File: config.mk
export PLATFORM = sky130hd
export DESIGN_NAME = lcd_display_top
export DESIGN_NICKNAME = d
export VERILOG_FILES = /design/src/hw/lcd_pkg.sv /design/src/hw/lcd_init_seq.sv /design/src/hw/lcd_pixel_fill.sv /design/src/hw/lcd_write_arbiter.sv /design/src/hw/lcd_spi_write.sv /design/src/hw/lcd_display_top.sv
export SDC_FILE = /design/constraint.sdc
export NUM_CORES = 1
export LEC_CHECK = 0
export BUFFER_PORTS_ARGS = -buffer_cell sky130_fd_sc_hd__buf_2
export CAP_MARGIN = 0
export CORE_UTILIZATION = 40
export DETAILED_ROUTE_END_ITERATION = 8
export GPL_ROUTABILITY_DRIVEN = 0
export PLACE_DENSITY = 0.59
export SLEW_MARGIN = 40
export SYNTH_ARGS = -nofsm -noshare
export SYNTH_HDL_FRONTEND = slang
export SYNTH_SLANG_ARGS = --single-unit
export TNS_END_PERCENT = 10
File: constraint.sdc
create_clock -name clk_50mhz -period 6 [get_ports clk_50mhz]
set_input_delay 0.3 -clock clk_50mhz [delete_from_list [all_inputs] [get_ports clk_50mhz]]
set_output_delay 0.3 -clock clk_50mhz [all_outputs]
set_load 0.01 [all_outputs]
File: src/hw/lcd_pkg.sv
`default_nettype none

package lcd_pkg;

    // ========================================
    // Writer word and panel geometry
    // ========================================

    localparam int word_w = 9;              // Bit 8 is the dc flag

    localparam int panel_width  = 240;
    localparam int panel_height = 320;

    // ========================================
    // ST7789V opcodes and parameter bytes
    // ========================================

    typedef enum logic [7:0] {
        SLPOUT = 8'h11,                     // Sleep out
        NORON  = 8'h13,                     // Normal display mode
        INVON  = 8'h21,                     // Inversion on
        DISPON = 8'h29,                     // Display on
        CASET  = 8'h2A,                     // Column window
        RASET  = 8'h2B,                     // Row window
        RAMWR  = 8'h2C,                     // Start of pixel stream
        MADCTL = 8'h36,                     // Scan direction
        COLMOD = 8'h3A                      // Pixel format
    } lcd_cmd_e;

    localparam logic [7:0] colmod_rgb565 = 8'h55;
    localparam logic [7:0] madctl_normal = 8'h00;

    // ========================================
    // FSM states
    // ========================================

    typedef enum logic [2:0] {
        HOLD_RESET,
        WAKE_WAIT,
        SEND_INIT,
        SETTLE_WAIT,
        SEND_WINDOW,
        INIT_DONE
    } init_state_e;

    typedef enum logic [1:0] {
        ARB_INIT,
        ARB_FILL,
        ARB_DONE
    } arb_state_e;

endpackage

`default_nettype wire

File: src/hw/lcd_init_seq.sv
`timescale 1ns/1ns
`default_nettype none

module lcd_init_seq #(
    parameter int reset_cycles  = 327680,
    parameter int wake_cycles   = 1048576,
    parameter int settle_cycles = 2097152
) (
    input  wire logic                         clk_50mhz,
    input  wire logic                         rst_n,
    output logic                              lcd_rst,
    output logic [lcd_pkg::word_w-1:0]        init_word,
    output logic                              init_en,
    input  wire logic                         init_done_pulse,
    output logic                              init_complete
);

    localparam int max_delay = (reset_cycles > wake_cycles) ?
        ((reset_cycles > settle_cycles) ? reset_cycles : settle_cycles) :
        ((wake_cycles > settle_cycles) ? wake_cycles : settle_cycles);
    localparam int cnt_w = $clog2(max_delay + 2);

    localparam logic [15:0] col_end = 16'(lcd_pkg::panel_width - 1);
    localparam logic [15:0] row_end = 16'(lcd_pkg::panel_height - 1);

    localparam logic [3:0] init_len   = 4'd8;
    localparam logic [3:0] window_len = 4'd11;

    lcd_pkg::init_state_e state;
    logic [cnt_w-1:0]     cnt;
    logic [3:0]           step;

    // ========================================
    // Word tables
    // ========================================

    function automatic logic [lcd_pkg::word_w-1:0] init_entry(input logic [3:0] idx);
        case (idx)
            4'd0:    return {1'b0, lcd_pkg::SLPOUT};
            4'd1:    return {1'b0, lcd_pkg::COLMOD};
            4'd2:    return {1'b1, lcd_pkg::colmod_rgb565};
            4'd3:    return {1'b0, lcd_pkg::MADCTL};
            4'd4:    return {1'b1, lcd_pkg::madctl_normal};
            4'd5:    return {1'b0, lcd_pkg::INVON};
            4'd6:    return {1'b0, lcd_pkg::NORON};
            default: return {1'b0, lcd_pkg::DISPON};
        endcase
    endfunction

    // Start at 0,0 and end at the far corner
    function automatic logic [lcd_pkg::word_w-1:0] window_entry(input logic [3:0] idx);
        case (idx)
            4'd0:    return {1'b0, lcd_pkg::CASET};
            4'd1:    return 9'h100;
            4'd2:    return 9'h100;
            4'd3:    return {1'b1, col_end[15:8]};
            4'd4:    return {1'b1, col_end[7:0]};
            4'd5:    return {1'b0, lcd_pkg::RASET};
            4'd6:    return 9'h100;
            4'd7:    return 9'h100;
            4'd8:    return {1'b1, row_end[15:8]};
            4'd9:    return {1'b1, row_end[7:0]};
            default: return {1'b0, lcd_pkg::RAMWR};
        endcase
    endfunction

    // ========================================
    // Sequencer
    // ========================================

    always_ff @(posedge clk_50mhz or negedge rst_n) begin
        if (!rst_n) begin
            state     <= lcd_pkg::HOLD_RESET;
            cnt       <= '0;
            step      <= '0;
            lcd_rst   <= 1'b0;
            init_word <= '0;
            init_en   <= 1'b0;
        end else begin
            case (state)
                lcd_pkg::HOLD_RESET: begin
                    cnt <= cnt + 1'b1;
                    if (cnt == cnt_w'(reset_cycles)) begin
                        cnt     <= '0;
                        lcd_rst <= 1'b1;            // Release panel
                        state   <= lcd_pkg::WAKE_WAIT;
                    end
                end
                lcd_pkg::WAKE_WAIT: begin
                    cnt <= cnt + 1'b1;
                    if (cnt == cnt_w'(wake_cycles)) begin
                        cnt   <= '0;
                        step  <= '0;
                        state <= lcd_pkg::SEND_INIT;
                    end
                end
                lcd_pkg::SEND_INIT: begin
                    if (!init_en) begin
                        init_word <= init_entry(step);
                        init_en   <= 1'b1;
                        step      <= step + 1'b1;
                    end else if (init_done_pulse) begin
                        init_en <= 1'b0;
                        if (step == init_len) begin
                            state <= lcd_pkg::SETTLE_WAIT;   // DISPON accepted
                        end
                    end
                end
                lcd_pkg::SETTLE_WAIT: begin
                    cnt <= cnt + 1'b1;
                    if (cnt == cnt_w'(settle_cycles)) begin
                        cnt   <= '0;
                        step  <= '0;
                        state <= lcd_pkg::SEND_WINDOW;
                    end
                end
                lcd_pkg::SEND_WINDOW: begin
                    if (!init_en) begin
                        init_word <= window_entry(step);
                        init_en   <= 1'b1;
                        step      <= step + 1'b1;
                    end else if (init_done_pulse) begin
                        init_en <= 1'b0;
                        if (step == window_len) begin
                            state <= lcd_pkg::INIT_DONE;     // RAMWR accepted
                        end
                    end
                end
                lcd_pkg::INIT_DONE: begin
                    init_en <= 1'b0;
                end
                default: state <= lcd_pkg::HOLD_RESET;
            endcase
        end
    end

    assign init_complete = (state == lcd_pkg::INIT_DONE);

endmodule

`default_nettype wire

File: src/hw/lcd_pixel_fill.sv
`timescale 1ns/1ns
`default_nettype none

module lcd_pixel_fill #(
    parameter int          pixel_count = 76800,
    parameter logic [15:0] fill_color  = 16'hFFFF
) (
    input  wire logic                         clk_50mhz,
    input  wire logic                         rst_n,
    input  wire logic                         fill_go,
    output logic [lcd_pkg::word_w-1:0]        fill_word,
    output logic                              fill_en,
    input  wire logic                         fill_done_pulse,
    output logic                              fill_last
);

    localparam int pix_w = $clog2(pixel_count + 1);

    logic [pix_w-1:0] pix_cnt;                      // Pixels fully sent
    logic             lo_byte;                      // Low byte is next
    logic             all_sent;

    assign all_sent = (pix_cnt == pix_w'(pixel_count));

    always_ff @(posedge clk_50mhz or negedge rst_n) begin
        if (!rst_n) begin
            pix_cnt <= '0;
            lo_byte <= 1'b0;
            fill_en <= 1'b0;
        end else if (!fill_en) begin
            if (fill_go && !all_sent) begin
                fill_en <= 1'b1;
            end
        end else if (fill_done_pulse) begin
            fill_en <= 1'b0;
            lo_byte <= ~lo_byte;
            if (lo_byte) begin
                pix_cnt <= pix_cnt + 1'b1;
            end
        end
    end

    // Byte select only moves on done, so the word is stable under en
    assign fill_word = lo_byte ? {1'b1, fill_color[7:0]} : {1'b1, fill_color[15:8]};

    assign fill_last = fill_en && lo_byte && (pix_cnt == pix_w'(pixel_count - 1));

endmodule

`default_nettype wire

File: src/hw/lcd_write_arbiter.sv
`timescale 1ns/1ns
`default_nettype none

module lcd_write_arbiter (
    input  wire logic                         clk_50mhz,
    input  wire logic                         rst_n,
    input  wire logic [lcd_pkg::word_w-1:0]   init_word,
    input  wire logic                         init_en,
    input  wire logic                         init_complete,
    output logic                              init_done_pulse,
    input  wire logic [lcd_pkg::word_w-1:0]   fill_word,
    input  wire logic                         fill_en,
    input  wire logic                         fill_last,
    output logic                              fill_done_pulse,
    output logic                              fill_go,
    output logic [lcd_pkg::word_w-1:0]        wr_word,
    output logic                              wr_en,
    input  wire logic                         wr_done,
    output logic                              frame_done
);

    lcd_pkg::arb_state_e state;

    always_ff @(posedge clk_50mhz or negedge rst_n) begin
        if (!rst_n) begin
            state <= lcd_pkg::ARB_INIT;
        end else begin
            case (state)
                lcd_pkg::ARB_INIT: begin
                    if (init_complete) begin
                        state <= lcd_pkg::ARB_FILL;
                    end
                end
                lcd_pkg::ARB_FILL: begin
                    if (fill_last && wr_done) begin
                        state <= lcd_pkg::ARB_DONE;  // Last low byte out
                    end
                end
                lcd_pkg::ARB_DONE: state <= lcd_pkg::ARB_DONE;
                default:           state <= lcd_pkg::ARB_INIT;
            endcase
        end
    end

    // ========================================
    // Source steering
    // ========================================

    assign fill_go    = (state == lcd_pkg::ARB_FILL);
    assign frame_done = (state == lcd_pkg::ARB_DONE);

    assign wr_word = fill_go ? fill_word : init_word;
    assign wr_en   = (state == lcd_pkg::ARB_INIT) ? init_en :
                     fill_go                      ? fill_en : 1'b0;   // Idle once done

    assign init_done_pulse = (state == lcd_pkg::ARB_INIT) && wr_done;
    assign fill_done_pulse = fill_go && wr_done;

endmodule

`default_nettype wire

File: src/hw/lcd_spi_write.sv
`timescale 1ns/1ns
`default_nettype none

module lcd_spi_write #(
    parameter int sclk_half = 2
) (
    input  wire logic                         clk_50mhz,
    input  wire logic                         rst_n,
    input  wire logic [lcd_pkg::word_w-1:0]   wr_word,
    input  wire logic                         wr_en,
    output logic                              wr_done,
    output logic                              cs,
    output logic                              sclk,
    output logic                              dc,
    output logic                              mosi
);

    localparam int div_w = (sclk_half > 1) ? $clog2(sclk_half) : 1;

    localparam logic [div_w-1:0] div_last  = div_w'(sclk_half - 1);
    localparam logic [4:0]       half_last = 5'd15;     // Eighth high phase
    localparam logic [4:0]       half_end  = 5'd16;

    logic             busy;
    logic [div_w-1:0] div;                              // Clocks within a half period
    logic [4:0]       half;                             // Half periods elapsed
    logic [6:0]       shift;                            // Bits after the MSB

    // ========================================
    // Serialiser
    // ========================================

    always_ff @(posedge clk_50mhz or negedge rst_n) begin
        if (!rst_n) begin
            busy    <= 1'b0;
            div     <= '0;
            half    <= '0;
            shift   <= '0;
            cs      <= 1'b1;
            sclk    <= 1'b1;
            dc      <= 1'b0;
            mosi    <= 1'b0;
            wr_done <= 1'b0;
        end else begin
            wr_done <= 1'b0;
            if (!busy) begin
                // En is still high in the done cycle
                if (wr_en && !wr_done) begin
                    busy  <= 1'b1;
                    cs    <= 1'b0;
                    sclk  <= 1'b0;                      // First falling edge
                    dc    <= wr_word[8];
                    mosi  <= wr_word[7];
                    shift <= wr_word[6:0];
                    div   <= '0;
                    half  <= '0;
                end
            end else if (half == half_end) begin
                busy    <= 1'b0;
                cs      <= 1'b1;
                wr_done <= 1'b1;
            end else if (div == div_last) begin
                div  <= '0;
                half <= half + 1'b1;
                if (half != half_last) begin
                    sclk <= ~sclk;
                    if (sclk) begin
                        mosi  <= shift[6];              // Next bit on falling edge
                        shift <= {shift[5:0], 1'b0};
                    end
                end
            end else begin
                div <= div + 1'b1;
            end
        end
    end

endmodule

`default_nettype wire

File: src/hw/lcd_display_top.sv
`timescale 1ns/1ns
`default_nettype none

module lcd_display_top #(
    parameter int          reset_cycles  = 327680,
    parameter int          wake_cycles   = 1048576,
    parameter int          settle_cycles = 2097152,
    parameter int          pixel_count   = 76800,
    parameter logic [15:0] fill_color    = 16'hFFFF,
    parameter int          sclk_half     = 2
) (
    input  wire logic clk_50mhz,
    input  wire logic rst_n,
    output logic      lcd_rst,
    output logic      lcd_blk,
    output logic      lcd_dc,
    output logic      lcd_sclk,
    output logic      lcd_mosi,
    output logic      lcd_cs,
    output logic      led1,
    output logic      led2
);

    logic [lcd_pkg::word_w-1:0] init_word;
    logic                       init_en;
    logic                       init_done_pulse;
    logic                       init_complete;

    logic [lcd_pkg::word_w-1:0] fill_word;
    logic                       fill_en;
    logic                       fill_done_pulse;
    logic                       fill_last;
    logic                       fill_go;

    logic [lcd_pkg::word_w-1:0] wr_word;
    logic                       wr_en;
    logic                       wr_done;
    logic                       frame_done;

    // ========================================
    // Command and pixel sources
    // ========================================

    lcd_init_seq #(
        .reset_cycles  (reset_cycles),
        .wake_cycles   (wake_cycles),
        .settle_cycles (settle_cycles)
    ) u_init_seq (
        .clk_50mhz       (clk_50mhz),
        .rst_n           (rst_n),
        .lcd_rst         (lcd_rst),
        .init_word       (init_word),
        .init_en         (init_en),
        .init_done_pulse (init_done_pulse),
        .init_complete   (init_complete)
    );

    lcd_pixel_fill #(
        .pixel_count (pixel_count),
        .fill_color  (fill_color)
    ) u_pixel_fill (
        .clk_50mhz       (clk_50mhz),
        .rst_n           (rst_n),
        .fill_go         (fill_go),
        .fill_word       (fill_word),
        .fill_en         (fill_en),
        .fill_done_pulse (fill_done_pulse),
        .fill_last       (fill_last)
    );

    // ========================================
    // Shared SPI link
    // ========================================

    lcd_write_arbiter u_arbiter (
        .clk_50mhz       (clk_50mhz),
        .rst_n           (rst_n),
        .init_word       (init_word),
        .init_en         (init_en),
        .init_complete   (init_complete),
        .init_done_pulse (init_done_pulse),
        .fill_word       (fill_word),
        .fill_en         (fill_en),
        .fill_last       (fill_last),
        .fill_done_pulse (fill_done_pulse),
        .fill_go         (fill_go),
        .wr_word         (wr_word),
        .wr_en           (wr_en),
        .wr_done         (wr_done),
        .frame_done      (frame_done)
    );

    lcd_spi_write #(
        .sclk_half (sclk_half)
    ) u_spi_write (
        .clk_50mhz (clk_50mhz),
        .rst_n     (rst_n),
        .wr_word   (wr_word),
        .wr_en     (wr_en),
        .wr_done   (wr_done),
        .cs        (lcd_cs),
        .sclk      (lcd_sclk),
        .dc        (lcd_dc),
        .mosi      (lcd_mosi)
    );

    assign lcd_blk = 1'b1;                      // Backlight always on
    assign led1    = lcd_rst;                   // Panel out of reset
    assign led2    = frame_done;

endmodule

`default_nettype wire

==> flow_summary.json, run 1 <==
{
  "synth-edff-count": 0,
  "antennaDiodeCount": 0,
  "num_rows": 37,
  "ys_types": 65,
  "hold_slack_ns": -0.02036,
  "cts_tree": "built",
  "grt_max_degree": 81,
  "period_needed_ns": 2.504,
  "wl_per_cell_um": 13.67,
  "yosysMostFrequentCell": "dfrtp_1",
  "dpl.hpwl_mm": 5.581,
  "core_mm2": 0.01042,
  "dp.cells": 579,
  "hold_path_class": "input pin to async pin",
  "pin_count": 10,
  "numCtsBuffers": 9,
  "skew_ns": 0.01461,
  "clk_pin_slew_worst_paths_ns": 0.09,
  "clk_latency_ns": 0.35,
  "die-area_mm2": 0.01125,
  "synthTopCellsByArea": "dfrtp_1, xnor2_1, ha_1",
  "tns_ns": 0,
  "grt_pass1_vias": 3007,
  "power_uw": 1004,
  "synth_top_area_share_pct": 45.05,
  "required_ns": 6.22,
  "htreeDepth": 3,
  "syn-cell-area_mm2": 0.004333,
  "fmax_ghz": 0.3994,
  "finalSetupViolCount": 0,
  "synth_common_cells": "dfrtp_1, nand2_1, nor2_1, inv_1, nand3_1",
  "start_util_pct": 41.60,
  "seq_area_frac_synth_pct": 46.26,
  "fin_crit_sh_pct": 41.73,
  "ir_drop_mv": 0.1266,
  "critPathLaunchType": "flip-flop",
  "dr.pass1.iters": 4,
  "crit_type": "flip-flop to flip-flop",
  "ctsHoldBuffers": 0,
  "ys_warn_count": 0,
  "via_count": 3111,
  "port_buffers": 8,
  "cts_root_buf": "clkbuf_8",
  "maxCapViolCount": 0,
  "drive_gt1_share_pct": 11.33,
  "cts_resized": 0,
  "relSlewSlack_pct": 50.37,
  "track_usage_pct": 15.85,
  "ys_ff_latch": 80,
  "grt.overflow.total": 0,
  "routed_wl_mm": 8.135,
  "async_flop_share_pct": 100.0,
  "routed_via_density": 5.229,
  "synth_nets": 466,
  "worst_slew_pin_slew_ns": 0.7444,
  "endpoint_kind": "flip-flop",
  "post_cts_buffers": 0,
  "synthesis.instances": 449,
  "hold_viol_final": 11,
  "final_cells": 595,
  "rsz0062_at_grt": "false",
  "fin_nets": 471,
  "clock_sinks": 80,
  "ant_nets": 0,
  "outcome": "complete, but fails checks",
  "violations": "hold timing",
  "avgSynthCellArea_um2": 9.650,
  "slew_violations": 0,
  "cts.path.max_buffers": 2,
  "critPathArrivalTime_ns": 2.73,
  "path_max_fanout": 15,
  "netlist.top_cell.by_area": "dfrtp_1",
  "die_x_um": 106.1,
  "synth_ff_type": "dfrtp_1",
  "leakagePower_uw": 0.002057,
  "drcViolationCount": 0,
  "area_delta_synth_final_pct": 8.981,
  "antenna_found_initial": 0,
  "grt_pass1_wl_mm": 14.33,
  "die_h_um": 106.1,
  "power.density_mw_per_mm2": 212.6,
  "drt_iter0_drc": 204
}
==> through the flow <==
stage               hold WS (ns)  setup WS, ns  cell area [um2]  utilization, %
finish                  -0.02036         3.496             4722           45.33
global route             0.03056         3.317             4722           45.33
CTS                     0.004085         3.457             4722           45.33
detailed placement        0.3966         3.471             4489           43.10
global placement          0.4694         3.578             4477           42.98
floorplan               0.004409         4.023             4333               -
==> kinds of logic after synthesis <==
logic type	synth area share, %
compound gates	11.78
mux	3.263
other cells	0.08655
xor+xnor	7.855
buf+inv	4.187
fa+ha+maj	4.332
simple gates	22.24
flops	46.26
==> cell usage in the layout, fill, tap and decap left out, drive strengths merged, types with 4 or more instances in the layout <==
cell type	n
dfrtp	78
nand2	47
nor2	39
inv	28
nand3	23
xnor2	23
o21ai	23
a21oi	20
xor2	15
ha	15
clkbuf	14
nand4	13
nor3	10
mux2	9
buf	9
nor4	8
o22ai	7
a31oi	6
nand2b	6
and2	5
mux2i	4
or3	4
==> critical path, stage by stage (launching register included) <==
cell and delay [ns]:
dfrtp_1 0.39, inv_1 0.10, ha_1 0.48, nand3b_1 0.15, a211oi_2 0.55, o21bai_2 0.33
mux2_2 0.39
==> power breakdown <==
| group | internal, uW | total [uW] | switching [uW] | leakage (uW) |
|---|---|---|---|---|
| sequential | 539 | 539 | 0 | 0.00110 |
| clock | 269 | 454 | 185 | 0.000117 |
| combinational | 0.648 | 10.8 | 10.2 | 0.000843 |
| total | 809 | 1000 | 195 | 0.00206 |
==> cell type report <==
type | instances | area, um2
Fill cell | 982 | 5694
Multi-Input combinational cell | 326 | 2156
Sequential cell | 80 | 2004
Clock buffer | 14 | 172.7
Tap cell | 136 | 170.2
Inverter | 28 | 105.1
Clock inverter | 2 | 60.06
Timing Repair Buffer | 9 | 53.80
==> worst paths after layout <==
| kind | startpoint | to | cells after the start | slack [ns] |
|---|---|---|---|---|
| min in group clk_50mhz | u_init_seq.init_word[4]$_DFFE_PN0P_ | u_init_seq.init_word[4]$_DFFE_PN0P_ | 2 | 0.48 |
| worst min-delay path | rst_n | u_spi_write.busy$_DFF_PN0_ | 1 | -0.02 |
| worst min register to register | u_init_seq.init_word[4]$_DFFE_PN0P_ | u_init_seq.init_word[4]$_DFFE_PN0P_ | 2 | 0.48 |
| worst max-delay path | u_arbiter.state[1]$_DFFE_PN0P_ | u_spi_write.shift[2]$_DFFE_PN0P_ | 6 | 3.50 |
| max in group asynchronous | rst_n | u_init_seq.cnt[18]$_DFFE_PN0P_ | 1 | 5.54 |
| worst max register to register | u_arbiter.state[1]$_DFFE_PN0P_ | u_spi_write.shift[2]$_DFFE_PN0P_ | 6 | 3.50 |
==> state kept, by name, summed over array words and instances (netlist names), 2 cells and up <==
| name | flops |
|---|---|
| u_spi_write.half | 5 |
| u_spi_write.shift | 7 |
| u_pixel_fill.pix_cnt | 17 |
| u_init_seq.step | 4 |
| u_arbiter.state | 2 |
| u_init_seq.state | 3 |
| u_init_seq.init_word | 9 |
| u_init_seq.cnt | 22 |
==> per-layer routing <==
layer / wire, um / global-route usage [%] / vias up
li1: - / - / 1576
met1: 4210 / 22.16 / 1481
met2: 3587 / 24.32 / 48
met3: 269 / 3.556 / 6
met4: 67 / 5.060 / 0
met5: 0 / 0 / -
No activity file was read; power rests on OpenSTA's default activity.
==> run 2, diff against run 1 <==
Clock period 6 ns to 2.5 ns, I/O delays scaled along.
==> flow_summary.json, run 2 (synthesis gave the netlist of run 1 again) <==
{
  "track_usage_pct": 16.53,
  "rsz0062_at_grt": "false",
  "via_count": 3179,
  "routed_via_density": 5.272,
  "cpMaxStageDelayCell": "or4b_1",
  "pin_count": 10,
  "grt_pass1_vias": 2971,
  "relSlewSlack_pct": 51.73,
  "hold_path_class": "input pin to async pin",
  "critPathBufInv": 1,
  "crit_type": "flip-flop to flip-flop",
  "dr.pass1.iters": 4,
  "tns_ns": 0,
  "dp.cells": 586,
  "critPathArrivalTime_ns": 2.39,
  "core_mm2": 0.01042,
  "cts_root_buf": "clkbuf_8",
  "path_cells": "inv_1 -> ha_1 -> or4b_1 -> nor4_4 -> and4_4 -> or2b_4 -> mux2i_1",
  "hold_slack_ns": 0.3421,
  "grt_pass1_wl_mm": 14.74,
  "num_rows": 37,
  "wl_per_cell_um": 13.89,
  "clk_pin_slew_worst_paths_ns": 0.08,
  "die_h_um": 106.1,
  "fin_ws_ns": 0.3835,
  "area_delta_synth_final_pct": 10.22,
  "fin_nets": 479,
  "final_cells": 603,
  "die-area_mm2": 0.01125,
  "ant_nets": 0,
  "fin_util_pct": 45.85,
  "drive_gt1_share_pct": 12.63,
  "numCtsBuffers": 9,
  "start_util_pct": 41.60,
  "grt_max_degree": 52,
  "ir_drop_mv": 0.2060,
  "finalSetupViolCount": 0,
  "endpoint_kind": "flip-flop",
  "cts_tree": "built",
  "antennaDiodeCount": 0,
  "power.density_mw_per_mm2": 506.9,
  "routed_wl_mm": 8.377,
  "htreeDepth": 3,
  "cts.path.max_buffers": 2,
  "worst_slew_pin_slew_ns": 0.7240,
  "fin_crit_sh_pct": 84.66,
  "fill_cells": 1004,
  "drcViolationCount": 0,
  "grt.overflow.total": 0,
  "top_regs": "u_init_seq.cnt x22, u_pixel_fill.pix_cnt x17, u_init_seq.init_word x9",
  "outcome": "finished clean",
  "dpl.hpwl_mm": 5.756,
  "fmax_ghz": 0.4725,
  "hold_viol_final": 0,
  "post_cts_buffers": 0,
  "critPathLaunchType": "flip-flop",
  "port_buffers": 8,
  "regMostFlops": "u_init_seq.cnt",
  "final_cell_mix": "dfrtp_1, nand2_1, nor2_1",
  "clock_sinks": 80,
  "leakagePower_uw": 0.002097,
  "maxCapViolCount": 0,
  "antenna_found_initial": 0,
  "clk_latency_ns": 0.36,
  "dpl_worst_slack_ns": 0.3963,
  "period_needed_ns": 2.117,
  "drt_iter0_drc": 154,
  "largest_register_ffs": 22,
  "die_x_um": 106.1,
  "cts_resized": 0,
  "cpPeakStageDelay_ns": 0.49,
  "slew_violations": 0,
  "skew_ns": 0.007678,
  "path_max_fanout": 5,
  "path_delay_family": "simple AND/OR/NAND/NOR gates",
  "final_common_cell": "dfrtp_1",
  "required_ns": 2.78
}
run 2: cell types whose count changed in the layout (fill, tap and decap cells not counted), sizes merged:
cell | before | now
clkbuf | 14 | 13
clkinv | 0 | 1
dlygate4sd3 | 0 | 1
buf | 9 | 16
run 2: cell type report:
type	count	area, um2	share of cell area (%)
multi-input cells	326	2147	44.96
clock inverters	3	65.06	1.362
repair buffers	17	125.1	2.620
well taps	136	170.2	3.563
flip-flops and latches	80	2004	41.97
inverters	28	105.1	2.201
clock buffers	13	158.9	3.327
run 2: metal layers:
layer	wire length (um)	up-vias	share of wire [%]	global-route usage (%)
li1	-	1599	-	-
met1	4286	1524	51	23.57
met5	0	-	0	0
met4	138	0	1.6	6.448
met2	3696	43	44	23.95
met3	255	13	3.0	4.231
run 2: what timing repair did:
item	CTS	global route
hold buffers	1	0
endpoints found under the setup margin	0	0
hold endpoints to repair	48	0
run 2: final timing paths:
kind,endpoint,from,depth (start not counted),slack (ns)
max in group asynchronous,u_init_seq.cnt[8]$_DFFE_PN0P_,rst_n,3,1.55
min in group clk_50mhz,u_init_seq.init_word[6]$_DFFE_PN0P_,u_init_seq.init_word[6]$_DFFE_PN0P_,2,0.48
hold reg to reg,u_init_seq.init_word[6]$_DFFE_PN0P_,u_init_seq.init_word[6]$_DFFE_PN0P_,2,0.48
hold / removal,u_spi_write.busy$_DFF_PN0_,rst_n,2,0.34
setup reg to reg,u_init_seq.step[1]$_DFFE_PN0P_,u_init_seq.cnt[0]$_DFFE_PN0P_,7,0.38
setup / recovery,u_init_seq.step[1]$_DFFE_PN0P_,u_init_seq.cnt[0]$_DFFE_PN0P_,7,0.38
run 2: per-stage QoR:
stage               power [uW]  area, um2
floorplan                 1321       4333
global placement          1351       4542
detailed placement        1351       4542
CTS                       2449       4776
global route              2509       4776
finish                    2421       4776
run 2: power by group:
part | total (uW) | switching, uW | internal (uW)
Combinational | 31.4 | 26.2 | 5.18
Sequential | 1290 | 0 | 1290
Clock | 1100 | 480 | 617
==> run 3, diff against run 2 <==
Settings changed: ABC_AREA from default to 1, PLACE_DENSITY 0.59 to 0.61.
Clock period 2.5 ns to 1.81 ns, I/O delays scaled along.
==> flow_summary.json, run 3 <==
{
  "hold_viol_final": 0,
  "core_mm2": 0.01147,
  "ir_drop_mv": 0.4339,
  "synth-edff-count": 0,
  "wl_per_cell_um": 12.52,
  "crit_type": "flip-flop to flip-flop",
  "ys_ff_latch": 80,
  "skew_ns": 0.009303,
  "power.density_mw_per_mm2": 671.0,
  "top_regs": "u_init_seq.cnt x22, u_pixel_fill.pix_cnt x17, u_init_seq.init_word x9",
  "antennaDiodeCount": 0,
  "antenna_found_initial": 0,
  "ys_types": 38,
  "largest_register_ffs": 22,
  "die_x_um": 110.7,
  "dp.cells": 793,
  "fmax_ghz": 0.6006,
  "port_buffers": 8,
  "switching_share_pct": 21.00,
  "pwr-share-seq_pct": 48.7,
  "routed_via_density": 5.020,
  "drcViolationCount": 0,
  "critPathArrivalTime_ns": 1.89,
  "cts_root_buf": "clkbuf_16",
  "critPathLaunchType": "flip-flop",
  "die_h_um": 110.7,
  "synth_top_area_share_pct": 41.31,
  "clk_latency_ns": 0.34,
  "synth_common_cells": "nand2_1, nor2_1, dfrtp_1, inv_1, nand3_1",
  "clock_sinks": 80,
  "clk_pin_slew_worst_paths_ns": 0.06,
  "power_switching_uw": 771.3,
  "hold_path_class": "input pin to async pin",
  "maxCapViolCount": 0,
  "grt_max_degree": 39,
  "drt_iter0_drc": 234,
  "final_common_cell": "nand2_1",
  "syn-cell-area_mm2": 0.004725,
  "final_cells": 819,
  "avgSynthCellArea_um2": 7.452,
  "slew_violations": 0,
  "track_usage_pct": 18.21,
  "period_needed_ns": 1.665,
  "ant_nets": 0,
  "leakagePower_uw": 0.002570,
  "regMostFlops": "u_init_seq.cnt",
  "cts.path.max_buffers": 2,
  "fin_crit_sh_pct": 92.00,
  "dr.pass1.iters": 4,
  "die-area_mm2": 0.01225,
  "netlist.top_cell.by_area": "dfrtp_1",
  "num_rows": 39,
  "synth_nets": 651,
  "finalSetupViolCount": 0,
  "dpl.hpwl_mm": 7.454,
  "path_max_fanout": 8,
  "synthesis.instances": 634,
  "synthTopCellsByArea": "dfrtp_1, nand2_1, nor2_1",
  "p_comb_share_pct": 1.2,
  "start_util_pct": 41.20,
  "clockPowerShare_pct": 50.1,
  "fin_util_pct": 47.73,
  "grt_pass1_wl_mm": 18.36,
  "pin_count": 10,
  "outcome": "finished clean",
  "drive_gt1_share_pct": 15.09,
  "dpl_worst_slack_ns": 0.04466,
  "async_flop_share_pct": 100.0,
  "grt.overflow.total": 0,
  "routed_wl_mm": 10.25,
  "htreeDepth": 3,
  "numCtsBuffers": 9,
  "via_count": 4111,
  "p_int_uw": 2901,
  "synth_ff_type": "dfrtp_1",
  "fin_nets": 688,
  "grt_pass1_vias": 3915,
  "final_cell_mix": "nand2_1, nor2_1, dfrtp_1",
  "endpoint_kind": "flip-flop",
  "seq_area_frac_synth_pct": 42.43,
  "fin_ws_ns": 0.1449,
  "cts_tree": "built",
  "area_delta_synth_final_pct": 15.84,
  "yosysMostFrequentCell": "nand2_1",
  "ys_warn_count": 0,
  "required_ns": 2.04
}
run 3: changes by cell type after synthesis, moves of 6 or more:
| cell | previous run | this run |
|---|---|---|
| nand2_1 | 47 | 168 |
| inv_1 | 28 | 67 |
| o21ai_1 | 3 | 11 |
| nor2_1 | 39 | 84 |
| inv_2 | 0 | 13 |
| mux2_2 | 9 | 0 |
| xnor2_1 | 22 | 6 |
| nand3_1 | 23 | 49 |
| o21ai_2 | 0 | 7 |
| nand2b_1 | 6 | 0 |
| clkbuf_1 | 10 | 1 |
run 3: power groups by stage:
stage / registers, uW / logic, uW / clock network, uW
after floorplan: 1820 / 2.50 / 0
after global placement: 1820 / 45.9 / 0
after detailed placement: 1820 / 46.8 / 0
after CTS: 1790 / 48.6 / 1890
after global routing: 1790 / 53.3 / 1950
final: 1790 / 44.7 / 1840
run 3: worst max-delay path: stages, from the launching register on:
cell and delay [ns]:
dfrtp_1 0.42, inv_2 0.09, ha_2 0.20, inv_1 0.06, nand2_1 0.07, nand4_2 0.09, nand2_2 0.13, inv_2 0.05
nor2_4 0.16, nand2_4 0.12, nand2_1 0.09, o21ai_2 0.05
run 3: timing repair:
action | 4_1_cts | 5_1_grt
hold buffers | 1 | 0
resized for setup | 0 | 20
setup endpoints to repair | 0 | 31
hold endpoints to repair | 55 | 0
setup buffers | 0 | 8
run 3: cell type report:
cell class / count / area (um2)
clock buffers: 11 / 242.7
inverters: 81 / 307.8
flip-flops and latches: 80 / 2004
clock inverters: 5 / 56.30
fillers: 1116 / 5995
repair buffers: 35 / 260.3
multi-input cells: 464 / 2422
well taps: 143 / 178.9
run 3: cell families after synthesis:
| group | count (synthesis) | synth area share (%) |
|---|---|---|
| other cells | 1 | 0.07937 |
| fa+ha+maj | 15 | 3.972 |
| flops | 80 | 42.43 |
| compound gates | 77 | 9.561 |
| xor+xnor | 26 | 4.820 |
| buf+inv | 91 | 7.733 |
| simple gates | 344 | 31.41 |
run 3: worst paths after layout:
path / from / end / slack [ns] / depth (start not counted)
max in group asynchronous: rst_n / u_spi_write.sclk$_DFFE_PN1P_ / 0.99 / 3
min reg2reg: u_init_seq.lcd_rst$_DFFE_PN0P_ / u_init_seq.lcd_rst$_DFFE_PN0P_ / 0.49 / 2
max: u_arbiter.state[0]$_DFFE_PN0P_ / u_spi_write.shift[6]$_DFFE_PN0P_ / 0.14 / 11
max reg2reg: u_arbiter.state[0]$_DFFE_PN0P_ / u_spi_write.shift[6]$_DFFE_PN0P_ / 0.14 / 11
min: rst_n / u_init_seq.cnt[14]$_DFFE_PN0P_ / 0.17 / 2
min in group clk_50mhz: u_init_seq.lcd_rst$_DFFE_PN0P_ / u_init_seq.lcd_rst$_DFFE_PN0P_ / 0.49 / 2
run 3: metrics by stage:
| step | setup TNS [ns] | hold WS, ns | cell area [um2] | total power [uW] |
|---|---|---|---|---|
| after global routing | -0.01032 | 0.1907 | 5473 | 3787 |
| final | 0 | 0.1741 | 5473 | 3672 |
| after global placement | 0 | -0.008964 | 5032 | 1867 |
| after detailed placement | 0 | -0.004456 | 5032 | 1868 |
| after floorplan | 0 | -0.2051 | 4725 | 1824 |
| after CTS | 0 | 0.1738 | 5341 | 3722 |
run 3: per-layer routing:
metal	share of wire, %	global-route usage, %
met4	1.8	7.378
met1	51	25.94
met3	3.0	3.445
met5	0	0
met2	44	27.16
